--- config.mk ---
export PLATFORM = sky130hd
export DESIGN_NAME = lsu_lite
export DESIGN_NICKNAME = d
export VERILOG_FILES = /design/src/source/lsu_pkg.sv /design/src/source/lsu_lite.sv /design/src/source/lsu_outstanding_cnt.sv /design/src/source/lsu_rdata_align.sv /design/src/source/lsu_req_format.sv /design/src/source/lsu_split_fsm.sv
export VERILOG_INCLUDE_DIRS = /design/src /design/src/source
export SDC_FILE = /design/constraint.sdc
export NUM_CORES = 1
export LEC_CHECK = 0
export BUFFER_PORTS_ARGS = -buffer_cell sky130_fd_sc_hd__buf_2
export CORE_MARGIN = 10
export CORE_UTILIZATION = 40
export CTS_CLUSTER_SIZE = 16
export DETAILED_ROUTE_END_ITERATION = 8
export PLACE_DENSITY = 0.75
export SLEW_MARGIN = 20
export SYNTH_ARGS = -nofsm -noshare
export SYNTH_HDL_FRONTEND = slang
export SYNTH_SLANG_ARGS = --single-unit
--- constraint.sdc ---
create_clock -name clk -period 5.5 [get_ports clk]
set_clock_uncertainty 0.05 [all_clocks]
set_input_delay 1.375 -clock clk [delete_from_list [all_inputs] [get_ports clk]]
set_output_delay 1.375 -clock clk [all_outputs]
set_load 0.1 [all_outputs]
--- src/source/lsu_params.svh ---
`ifndef LSU_PARAMS_SVH
`define LSU_PARAMS_SVH

////////////////////
// Outstanding transactions
////////////////////

`define LSU_DEPTH 2        // Max granted but unanswered phases
`define LSU_CNT_W 2        // Wide enough to hold 0..LSU_DEPTH

////////////////////
// Access size codes
////////////////////

`define LSU_SIZE_BYTE 2'd0
`define LSU_SIZE_HALF 2'd1
`define LSU_SIZE_WORD 2'd2

`endif

--- src/source/lsu_pkg.sv ---
`default_nettype none

`include "lsu_params.svh"

package lsu_pkg;

  // Vector types that carry a meaning
  typedef logic [31:0]           addr_t;    // Byte address
  typedef logic [31:0]           data_t;    // Bus or register word
  typedef logic [3:0]            be_t;      // One enable per byte lane
  typedef logic [1:0]            size_t;    // Byte, half or word code
  typedef logic [1:0]            offset_t;  // Byte offset inside a word
  typedef logic [`LSU_CNT_W-1:0] cnt_t;     // Outstanding count

  // Split-access sequencer state
  typedef enum logic {
    PHASE_FIRST,   // Aligned access, or first half of a split one
    PHASE_SECOND   // Second half, goes to the next word
  } phase_e;

endpackage

`default_nettype wire

--- src/source/lsu_lite.sv ---
`timescale 1ns/1ps
`default_nettype none

module lsu_lite (
  input  wire logic           clk,
  input  wire logic           rst_n,
  // Command
  input  wire logic           cmd_valid_i,
  output logic                cmd_ready_o,
  input  wire logic           cmd_we_i,
  input  wire lsu_pkg::size_t cmd_size_i,
  input  wire logic           cmd_sext_i,
  input  wire lsu_pkg::addr_t cmd_base_i,
  input  wire lsu_pkg::addr_t cmd_offset_i,
  input  wire lsu_pkg::data_t cmd_wdata_i,
  // Memory bus
  output logic                data_req_o,
  input  wire logic           data_gnt_i,
  output lsu_pkg::addr_t      data_addr_o,
  output logic                data_we_o,
  output lsu_pkg::be_t        data_be_o,
  output lsu_pkg::data_t      data_wdata_o,
  input  wire logic           data_rvalid_i,
  input  wire lsu_pkg::data_t data_rdata_i,
  // Result
  output logic                result_valid_o,
  output lsu_pkg::data_t      result_rdata_o,
  output logic                busy_o
);

  logic split;          // Command needs two phases
  logic issue_ok;       // Counter lets a phase go out
  logic accept;         // Phase granted
  logic second_phase;
  logic last_phase;

  assign data_we_o = cmd_we_i;   // Same direction for both halves

  lsu_split_fsm u_split_fsm (
    .clk            (clk),
    .rst_n          (rst_n),
    .cmd_valid_i    (cmd_valid_i),
    .split_i        (split),
    .issue_ok_i     (issue_ok),
    .data_gnt_i     (data_gnt_i),
    .data_req_o     (data_req_o),
    .accept_o       (accept),
    .second_phase_o (second_phase),
    .last_phase_o   (last_phase),
    .cmd_ready_o    (cmd_ready_o)
  );

  lsu_outstanding_cnt u_cnt (
    .clk        (clk),
    .rst_n      (rst_n),
    .accept_i   (accept),
    .rvalid_i   (data_rvalid_i),
    .req_i      (data_req_o),
    .issue_ok_o (issue_ok),
    .busy_o     (busy_o)
  );

  lsu_req_format u_req_fmt (
    .cmd_base_i     (cmd_base_i),
    .cmd_offset_i   (cmd_offset_i),
    .cmd_size_i     (cmd_size_i),
    .cmd_wdata_i    (cmd_wdata_i),
    .second_phase_i (second_phase),
    .split_o        (split),
    .data_addr_o    (data_addr_o),
    .data_be_o      (data_be_o),
    .data_wdata_o   (data_wdata_o)
  );

  // Read side follows each grant
  lsu_rdata_align u_rdata_align (
    .clk            (clk),
    .rst_n          (rst_n),
    .accept_i       (accept),
    .last_phase_i   (last_phase),
    .cmd_we_i       (cmd_we_i),
    .cmd_size_i     (cmd_size_i),
    .cmd_sext_i     (cmd_sext_i),
    .offset_i       (data_addr_o[1:0]),
    .rvalid_i       (data_rvalid_i),
    .rdata_i        (data_rdata_i),
    .result_valid_o (result_valid_o),
    .result_rdata_o (result_rdata_o)
  );

endmodule

`default_nettype wire

--- src/source/lsu_outstanding_cnt.sv ---
`timescale 1ns/1ps
`default_nettype none

`include "lsu_params.svh"

module lsu_outstanding_cnt (
  input  wire logic clk,
  input  wire logic rst_n,
  input  wire logic accept_i,   // Phase granted
  input  wire logic rvalid_i,   // Response for the oldest phase
  input  wire logic req_i,      // Request on the bus right now
  output logic      issue_ok_o,
  output logic      busy_o
);

  lsu_pkg::cnt_t cnt_q;
  lsu_pkg::cnt_t cnt_d;
  logic          count_up;

  // Never count past the depth
  assign count_up = accept_i && (cnt_q < lsu_pkg::cnt_t'(`LSU_DEPTH));

  always_comb begin
    cnt_d = cnt_q;
    if (count_up && !rvalid_i) begin
      cnt_d = cnt_q + lsu_pkg::cnt_t'(1);
    end else if (!count_up && rvalid_i) begin
      cnt_d = cnt_q - lsu_pkg::cnt_t'(1);
    end                                       // Up and down together cancel out
  end

  always_ff @(posedge clk or negedge rst_n) begin
    if (!rst_n) begin
      cnt_q <= '0;
    end else begin
      cnt_q <= cnt_d;
    end
  end

  // Issue when idle, or in lock step with the response before it,
  // so the read side sees one access at a time
  assign issue_ok_o = (cnt_q < lsu_pkg::cnt_t'(`LSU_DEPTH)) &&
                      ((cnt_q == '0) || rvalid_i);

  assign busy_o = (cnt_q != '0) || req_i;   // Anything in flight or asked for

endmodule

`default_nettype wire

--- src/source/lsu_rdata_align.sv ---
`timescale 1ns/1ps
`default_nettype none

`include "lsu_params.svh"

module lsu_rdata_align (
  input  wire logic             clk,
  input  wire logic             rst_n,
  input  wire logic             accept_i,      // Phase granted
  input  wire logic             last_phase_i,  // Granted phase ends its command
  input  wire logic             cmd_we_i,
  input  wire lsu_pkg::size_t   cmd_size_i,
  input  wire logic             cmd_sext_i,
  input  wire lsu_pkg::offset_t offset_i,      // Low bits of the bus address
  input  wire logic             rvalid_i,
  input  wire lsu_pkg::data_t   rdata_i,
  output logic                  result_valid_o,
  output lsu_pkg::data_t        result_rdata_o
);

  lsu_pkg::size_t   size_q;
  logic             sext_q;
  logic             we_q;
  lsu_pkg::offset_t offset_q;
  logic             last_q;
  lsu_pkg::data_t   rdata_q;       // First half of a split load

  logic             is_split;
  logic [63:0]      merged;
  lsu_pkg::data_t   aligned;       // Addressed bytes moved down to lane 0

  ////////////////////
  // Access attributes
  ////////////////////

  always_ff @(posedge clk or negedge rst_n) begin
    if (!rst_n) begin
      size_q   <= `LSU_SIZE_BYTE;
      sext_q   <= 1'b0;
      we_q     <= 1'b0;
      offset_q <= '0;
      last_q   <= 1'b1;              // Next grant starts a command
    end else if (accept_i) begin
      size_q <= cmd_size_i;
      sext_q <= cmd_sext_i;
      we_q   <= cmd_we_i;
      if (last_q) begin
        offset_q <= offset_i;        // Second half keeps the offset of the first
      end
      last_q <= last_phase_i;
    end
  end

  // Hold the low part until the second response arrives
  always_ff @(posedge clk) begin
    if (rvalid_i && !last_q && !we_q) begin
      rdata_q <= rdata_i;
    end
  end

  ////////////////////
  // Realign and extend
  ////////////////////

  assign is_split = ((size_q == `LSU_SIZE_WORD) && (offset_q != 2'b00)) ||
                    ((size_q == `LSU_SIZE_HALF) && (offset_q == 2'b11));

  // Split loads take their low bytes from the stored half
  assign merged  = is_split ? {rdata_i, rdata_q} : {rdata_i, rdata_i};
  assign aligned = lsu_pkg::data_t'(merged >> {offset_q, 3'b000});

  always_comb begin
    case (size_q)
      `LSU_SIZE_BYTE: result_rdata_o = {{24{sext_q && aligned[7]}}, aligned[7:0]};
      `LSU_SIZE_HALF: result_rdata_o = {{16{sext_q && aligned[15]}}, aligned[15:0]};
      default:        result_rdata_o = aligned;
    endcase
  end

  assign result_valid_o = rvalid_i && last_q;   // One result per command

endmodule

`default_nettype wire

--- src/source/lsu_req_format.sv ---
`timescale 1ns/1ps
`default_nettype none

`include "lsu_params.svh"

module lsu_req_format (
  input  wire lsu_pkg::addr_t cmd_base_i,
  input  wire lsu_pkg::addr_t cmd_offset_i,
  input  wire lsu_pkg::size_t cmd_size_i,
  input  wire lsu_pkg::data_t cmd_wdata_i,
  input  wire logic           second_phase_i,  // Build the second half of a split
  output logic                split_o,
  output lsu_pkg::addr_t      data_addr_o,
  output lsu_pkg::be_t        data_be_o,
  output lsu_pkg::data_t      data_wdata_o
);

  lsu_pkg::addr_t   addr;
  lsu_pkg::offset_t offset;
  lsu_pkg::addr_t   next_word;

  ////////////////////
  // Address
  ////////////////////

  assign addr      = cmd_base_i + cmd_offset_i;
  assign offset    = addr[1:0];
  assign next_word = {addr[31:2], 2'b00} + 32'd4;   // Target of the second half

  assign data_addr_o = second_phase_i ? next_word : addr;

  // Word off a boundary, or a halfword crossing into the next word
  assign split_o = ((cmd_size_i == `LSU_SIZE_WORD) && (offset != 2'b00)) ||
                   ((cmd_size_i == `LSU_SIZE_HALF) && (offset == 2'b11));

  ////////////////////
  // Byte enables
  ////////////////////

  always_comb begin
    data_be_o = 4'b0000;
    case (cmd_size_i)
      `LSU_SIZE_BYTE: begin
        data_be_o = 4'b0001 << offset;          // One lane
      end
      `LSU_SIZE_HALF: begin
        if (second_phase_i) begin
          data_be_o = 4'b0001;                  // Upper byte spills to lane 0
        end else begin
          case (offset)
            2'b00:   data_be_o = 4'b0011;
            2'b01:   data_be_o = 4'b0110;
            2'b10:   data_be_o = 4'b1100;
            default: data_be_o = 4'b1000;       // Lower byte only
          endcase
        end
      end
      default: begin                            // Word
        if (second_phase_i) begin
          case (offset)
            2'b01:   data_be_o = 4'b0001;
            2'b10:   data_be_o = 4'b0011;
            2'b11:   data_be_o = 4'b0111;
            default: data_be_o = 4'b0000;       // Aligned word has no second half
          endcase
        end else begin
          case (offset)
            2'b00:   data_be_o = 4'b1111;
            2'b01:   data_be_o = 4'b1110;
            2'b10:   data_be_o = 4'b1100;
            default: data_be_o = 4'b1000;
          endcase
        end
      end
    endcase
  end

  ////////////////////
  // Store data
  ////////////////////

  // Rotate left by the offset, same lanes serve both halves
  always_comb begin
    case (offset)
      2'b00:   data_wdata_o = cmd_wdata_i;
      2'b01:   data_wdata_o = {cmd_wdata_i[23:0], cmd_wdata_i[31:24]};
      2'b10:   data_wdata_o = {cmd_wdata_i[15:0], cmd_wdata_i[31:16]};
      default: data_wdata_o = {cmd_wdata_i[7:0],  cmd_wdata_i[31:8]};
    endcase
  end

endmodule

`default_nettype wire

--- src/source/lsu_split_fsm.sv ---
`timescale 1ns/1ps
`default_nettype none

module lsu_split_fsm (
  input  wire logic clk,
  input  wire logic rst_n,
  input  wire logic cmd_valid_i,     // Command waiting in the LSU
  input  wire logic split_i,         // Command needs two bus phases
  input  wire logic issue_ok_i,      // Counter allows a new phase
  input  wire logic data_gnt_i,
  output logic      data_req_o,
  output logic      accept_o,        // Phase granted this cycle
  output logic      second_phase_o,  // Formatter builds the second half
  output logic      last_phase_o,    // Current phase ends the command
  output logic      cmd_ready_o
);

  lsu_pkg::phase_e phase_q;
  lsu_pkg::phase_e phase_d;

  ////////////////////
  // Bus request
  ////////////////////

  assign data_req_o = cmd_valid_i && issue_ok_i;
  assign accept_o   = data_req_o && data_gnt_i;    // req/gnt handshake

  assign second_phase_o = (phase_q == lsu_pkg::PHASE_SECOND);

  // Only the first half of a split access is not the last one
  assign last_phase_o = !(split_i && (phase_q == lsu_pkg::PHASE_FIRST));

  // Command leaves the LSU with the grant of its last phase
  assign cmd_ready_o = accept_o && last_phase_o;

  ////////////////////
  // Phase sequencing
  ////////////////////

  always_comb begin
    phase_d = phase_q;
    if (!cmd_valid_i) begin
      phase_d = lsu_pkg::PHASE_FIRST;        // Next command always starts fresh
    end else if (accept_o) begin
      if (last_phase_o) begin
        phase_d = lsu_pkg::PHASE_FIRST;      // Done, back for the next command
      end else begin
        phase_d = lsu_pkg::PHASE_SECOND;     // First half out, issue the rest
      end
    end
  end

  always_ff @(posedge clk or negedge rst_n) begin
    if (!rst_n) begin
      phase_q <= lsu_pkg::PHASE_FIRST;
    end else begin
      phase_q <= phase_d;
    end
  end

endmodule

`default_nettype wire

==> results_dict.tcl, run 1 <==
set metrics [dict create \
    fillCellCount 979 \
    crit_required_ns 4.07 \
    grt.overflow.total 0 \
    instances_no_fill 1307 \
    fin_crit_ns 6.00 \
    vias 7512 \
    insertion_delay_ns 0.28 \
    worst_pin_slew_ns 1.06 \
    rsz0062_at_grt "true" \
    yosysUniqueCellTypes 81 \
    row_count 44 \
    grt_max_degree 65 \
    diodes 0 \
    wl_per_cell_um 17.9 \
    cts.sinks 34 \
    ant_nets 0 \
    synthArstFlopShare_pct 29.4 \
    drv_slew 0 \
    port_buffers 241 \
    synth_area_leader_cell "edfxtp_1" \
    cp-start-kind "input port" \
    cts_tree "yes" \
    grt_pass1_wl_um 35900 \
    start_util_pct 40.6 \
    fp.dieW_um 141 \
    groute.usage.overall_pct 21.0 \
    synth_top_area_share_pct 12.3 \
    synth-edff-count 24 \
    syn_area_per_cell_um2 7.64 \
    drive_above_1_share_pct 51.1 \
    layout_setup_ws_ns -0.495 \
    yosys_warnings 0 \
    dr.pass1.iters 9 \
    place_hpwl_um 17800 \
    hold_path.class "flop to flop" \
    nets 1297 \
    synth_nets 942 \
    ys_ff_latch 34 \
    relSlewSlack_pct 29.6 \
    hold_depth 2 \
    leakage_nw 4.67 \
    status "finished with violations" \
    holdWs_ns 0.462 \
    wirelength_um 23400 \
    end_kind "output port" \
    coreArea_um2 14400 \
    cts_buffers 5 \
    path_max_fanout 5 \
    max_freq_mhz 167 \
    die_area_um2 19900 \
    place_congestion 0.947 \
    cap_violations 0 \
    syn_area_um2 5860 \
    htreeDepth 2 \
    ys_seq_area_share_pct 16.6 \
    final_core_util_pct 72.6 \
    antenna_found_initial 0 \
    clkTransAtPathRegs_ns 0.05 \
    p_per_area_nw_per_um2 543 \
    synth.most_common_cell "nor2_1" \
    cp.arrival_ns 4.57 \
    synth.area.top_cells "edfxtp_1 (12%), ha_1 (7.9%), a21oi_1 (6.3%)" \
    ys.flop_type "edfxtp_1" \
    synth_cells 767 \
    violations "design-rule violations, negative setup slack" \
    cts.path.max_buffers 2 \
    hold_violations 0 \
    ir_drop_v 0.000607 \
    rr_worst_depth 7 \
    io-pin-count 242 \
    grt_pass1_vias 7308 \
    drc 5 \
    criticalPathCategory "input port to output port" \
    fin_crit_sh_pct 109 \
    via_per_inst 5.75 \
    first_iter_violations 731 \
    setup_viol 22 \
    syn_to_final_growth_pct 78.8 \
    dpl.cell_count 1276 \
    synth_top_cells_by_count "nor2_1 (90), nand2_1 (81), a21oi_1 (74)" \
    p_total_mw 5.69 \
    holdBufCountCts 0 \
    cts-root-buf "clkbuf_16" \
    die_height_um 141 \
]
## repair_timing
action	in CTS	in global routing
gates resized for setup	54	31
pin swaps	52	39
setup buffers	12	14
endpoints found under the setup margin	21	22
## state kept, by name, summed over array words and instances (netlist names)
| register | flops |
|---|---|
| u_rdata_align.size_q | 2 |
| u_cnt.cnt_q | 2 |
| u_split_fsm.second_phase_o | 1 |
| u_rdata_align.we_q | 1 |
| u_rdata_align.last_q | 1 |
| u_rdata_align.rdata_q | 24 |
| u_rdata_align.offset_q | 2 |
| u_rdata_align.sext_q | 1 |
## area by class of cell
cell class              instances  area (um^2)  area share, %
clock buffers                   7          143           1.36
clock inverters                 1         5.00         0.0478
inverters                      27          101          0.968
multi-input cells             653         5590           53.3
flip-flops and latches         34          973           9.29
well taps                     184          230           2.20
repair buffers                401         3430           32.8
## power breakdown
part | internal [mW] | leakage [nW] | total [mW] | switching, mW
logic | 1.36 | 4.25 | 5.00 | 3.64
clock network | 0.179 | 0.0739 | 0.282 | 0.103
registers | 0.358 | 0.343 | 0.413 | 0.0544
total | 1.90 | 4.67 | 5.69 | 3.80
## cell families after synthesis
| kind of cell | after synthesis | synth area share (%) |
|---|---|---|
| mux | 49 | 10.7 |
| compound gates | 253 | 29.3 |
| fa+ha+maj | 38 | 8.24 |
| buf+inv | 80 | 6.02 |
| flops | 34 | 16.6 |
| simple gates | 262 | 21.6 |
| xor+xnor | 51 | 7.62 |
## layer usage
layer / vias to the layer above / global-route usage (%) / share of wire [%]
li1: 3609 / - / -
met1: 3459 / 25.3 / 39
met2: 381 / 36.8 / 50
met3: 63 / 3.83 / 8.0
met4: 0 / 6.79 / 3.2
met5: - / 0 / 0
## stage by stage
stage	cell area, um^2	TNS, ns	setup slack [ns]
floorplan	6520	-7.82	-0.609
global placement	9710	-5.99	-0.513
detailed placement	9710	-6.94	-0.596
CTS	10200	-5.27	-0.397
global route	10500	-11.10	-0.715
finish	10500	-6.66	-0.495
## critical path, stage by stage
cell and delay [ns]:
buf_6 0.10, ha_4 0.16, fa_2 0.36, a21o_1 0.22, a221oi_4 0.35, buf_4 0.18
o211ai_1 0.07, o211ai_1 0.17, nand3_2 0.19, nor2_4 0.14, buf_6 0.12, nand4_1 0.11
buf_6 0.16, nor3_4 0.28, nand3_2 0.17, xnor2_4 0.21, buf_12 0.19
## path summary, 6_finish.rpt
| kind | startpoint | slack, ns | end |
|---|---|---|---|
| worst max-delay path | cmd_offset_i[0] | -0.50 | data_addr_o[30] |
| worst max register to register | u_cnt.cnt_q[0] | 3.71 | u_cnt.cnt_q[1] |
| min in group asynchronous | rst_n | 0.90 | u_cnt.cnt_q[1] |
| worst min-delay path | u_rdata_align.we_q | 0.46 | u_rdata_align.we_q |
| max in group asynchronous | rst_n | 4.25 | u_rdata_align.last_q |
| worst min register to register | u_rdata_align.we_q | 0.46 | u_rdata_align.we_q |
## layout by cell type (no fill, tap or decap), types with 10 or more instances in the layout
master and n:
buf_2 176, buf_4 144, nor2_1 83, nand2_1 74
buf_12 64, a21oi_2 38, a21oi_1 38, a222oi_1 32
mux2i_1 32, ha_1 32, o21ai_0 31, inv_1 25
edfxtp_1 24, o21ai_1 21, buf_6 17, a21o_1 16
xnor2_4 14, o211ai_1 12, xor2_1 11, xnor2_1 11
nor3_1 11, mux4_2 10
Power figures use the tool's default switching activity.
==> run 2, diff against run 1 <==
==> constraint.sdc (replaced) <==
create_clock -name clk -period 5.5 [get_ports clk]
set_clock_uncertainty 0.05 [all_clocks]
set_input_delay 0.55 -clock clk [delete_from_list [all_inputs] [get_ports clk]]
set_output_delay 0.55 -clock clk [all_outputs]
set_load 0.1 [all_outputs]
==> results_dict.tcl, run 2 (same netlist as run 1, synthesis figures left out) <==
set metrics [dict create \
    relSlewSlack_pct 41.2 \
    cts.path.max_buffers 2 \
    cts-root-buf "clkbuf_16" \
    place_congestion 0.933 \
    r2r_setup_slack_ns 3.72 \
    cp-start-kind "input port" \
    cap_violations 0 \
    drive_above_1_share_pct 31.5 \
    nets 1145 \
    leakage_nw 3.26 \
    pwr-share-comb_pct 85.7 \
    status "finished with violations" \
    pwr-share-clk_pct 5.8 \
    end_kind "output port" \
    r2r-start "u_cnt.cnt_q[0]" \
    max_freq_mhz 203 \
    cts.repair.resized 0 \
    start_util_pct 40.6 \
    clkTransAtPathRegs_ns 0.05 \
    cp_slowest_stage_delay_ns 0.52 \
    row_count 44 \
    coreArea_um2 14400 \
    drv_slew 0 \
    first_iter_violations 739 \
    wirelength_um 19700 \
    insertion_delay_ns 0.28 \
    wl_per_cell_um 17.1 \
    criticalPathCategory "input port to output port" \
    critical_path.top_delay_family "simple AND/OR/NAND/NOR gates" \
    fin_crit_ns 4.94 \
    die_area_um2 19900 \
    worst_pin_slew_ns 0.881 \
    via_per_inst 5.86 \
    ir_drop_v 0.000637 \
    p_per_area_nw_per_um2 671 \
    cp_slowest_cell "nor3_1" \
    groute.usage.overall_pct 18.4 \
    die_height_um 141 \
    path_buf_inv 2 \
    port_buffers 241 \
    vias 6769 \
    hold_path.class "input port to async pin" \
    finalSetupTns_ns 0 \
    grt.overflow.total 0 \
    layout_commonest_cell "buf_2" \
    share_seq_of_total_power_pct 8.5 \
    grt_pass1_vias 6378 \
    hold_violations 0 \
    fin_crit_sh_pct 89.7 \
    mostFrequentLayoutCells "buf_2 (241), nor2_1 (90), nand2_1 (81), a21oi_1 (74), o21ai_0 (46)" \
    cts_tree "yes" \
    diodes 0 \
    cts_buffers 5 \
    crit_required_ns 4.90 \
    holdWs_ns 0.0760 \
    p_sw_mw 3.55 \
    fp.dieW_um 141 \
    cp.arrival_ns 4.34 \
    rsz0062_at_grt "false" \
    largest_register_ffs 24 \
    violations "design-rule violations" \
    p_int_mw 1.32 \
    switching_share_pct 72.8 \
    final_core_util_pct 50.4 \
    path_cells "buf_2 -> ha_1 -> fa_1 -> a21o_1 -> a221oi_2 -> o21a_2 -> xnor2_1 -> nand4_1 -> nor3_1 -> nand4_1 -> nor3_2 -> nand3_1 -> xnor2_1 -> buf_2" \
    grt_pass1_wl_um 31700 \
    io-pin-count 242 \
    largest_register "u_rdata_align.rdata_q" \
    setup_viol 0 \
    dr.pass1.iters 9 \
    cts.sinks 34 \
    htreeDepth 2 \
    ant_nets 0 \
    rr_worst_depth 7 \
    syn_to_final_growth_pct 24.2 \
    antenna_found_initial 0 \
    cp.depth 14 \
    post_cts_buffers 0 \
    grt_max_degree 62 \
    reg2reg_to "u_cnt.cnt_q[1]" \
    drc 1 \
    place_hpwl_um 16100 \
    holdBufCountCts 0 \
    path_max_fanout 6 \
]
## run 2: changes by cell type in the layout (fill, tap and decap cells not counted), moves of 21 or more
cell     previous run  this run
a21oi_1            38        74
a21oi_2            38         2
buf_12             64         0
buf_2             176       241
buf_4             144         8
xnor2_1            11        32
## run 2: how the worst max path moves through the flow
| stage | startpoint | to | slack (ns) |
|---|---|---|---|
| after detailed placement | cmd_base_i[0] | data_addr_o[30] | 0.57 |
| after CTS | cmd_base_i[0] | data_addr_o[30] | 0.55 |
| after floorplan | data_rvalid_i | cmd_ready_o | 0.02 |
| after global placement | cmd_base_i[0] | data_addr_o[30] | 0.65 |
| final | cmd_base_i[0] | data_addr_o[28] | 0.56 |
| after global routing | cmd_base_i[0] | data_addr_o[30] | 0.22 |
## run 2: worst reg2reg max path, delay by kind of cell, from the launching register on
kind            cells  cell delay [ns]
xor+xnor            2             0.30
compound gates      1             0.26
fa+ha+maj           1             0.19
buf+inv             1             0.19
simple gates        2             0.27
flops               1             0.41
## run 2: final cells by class
class                           instances  area, um^2
Timing Repair Buffer                  249        1270
Multi-Input combinational cell        653        4560
Tap cell                              184         230
Fill cell                            1423        7150
Clock inverter                          1        5.00
Clock buffer                            7         143
Inverter                               27         101
Sequential cell                        34         973
## run 2: power groups by stage
stage | clock network (mW) | registers [mW] | logic [mW]
2_1_floorplan | 0 | 0.388 | 3.54
3_3_place_gp | 0 | 0.414 | 4.15
3_5_place_dp | 0 | 0.420 | 4.17
4_1_cts | 0.285 | 0.415 | 4.18
5_1_grt | 0.299 | 0.426 | 4.37
6_report | 0.283 | 0.416 | 4.18
## run 2: through the flow
stage               cells  area (um^2)  setup slack (ns)  power (mW)
floorplan             767         5860            0.0208        3.93
CTS                  1155         7270             0.549        4.88
global placement     1147         7120             0.648        4.56
global route         1155         7280             0.219        5.09
finish               1155         7280             0.565        4.88
detailed placement   1147         7120             0.566        4.59
## run 2: metal layers
layer | up-vias | wire length, um | part of all wire [%] | track usage, %
met3 | 23 | 1380 | 7.0 | 3.22
met4 | 0 | 269 | 1.4 | 3.75
met5 | - | 0 | 0 | 0
met1 | 3133 | 8520 | 43 | 23.5
met2 | 294 | 9550 | 48 | 31.5
li1 | 3319 | - | - | -
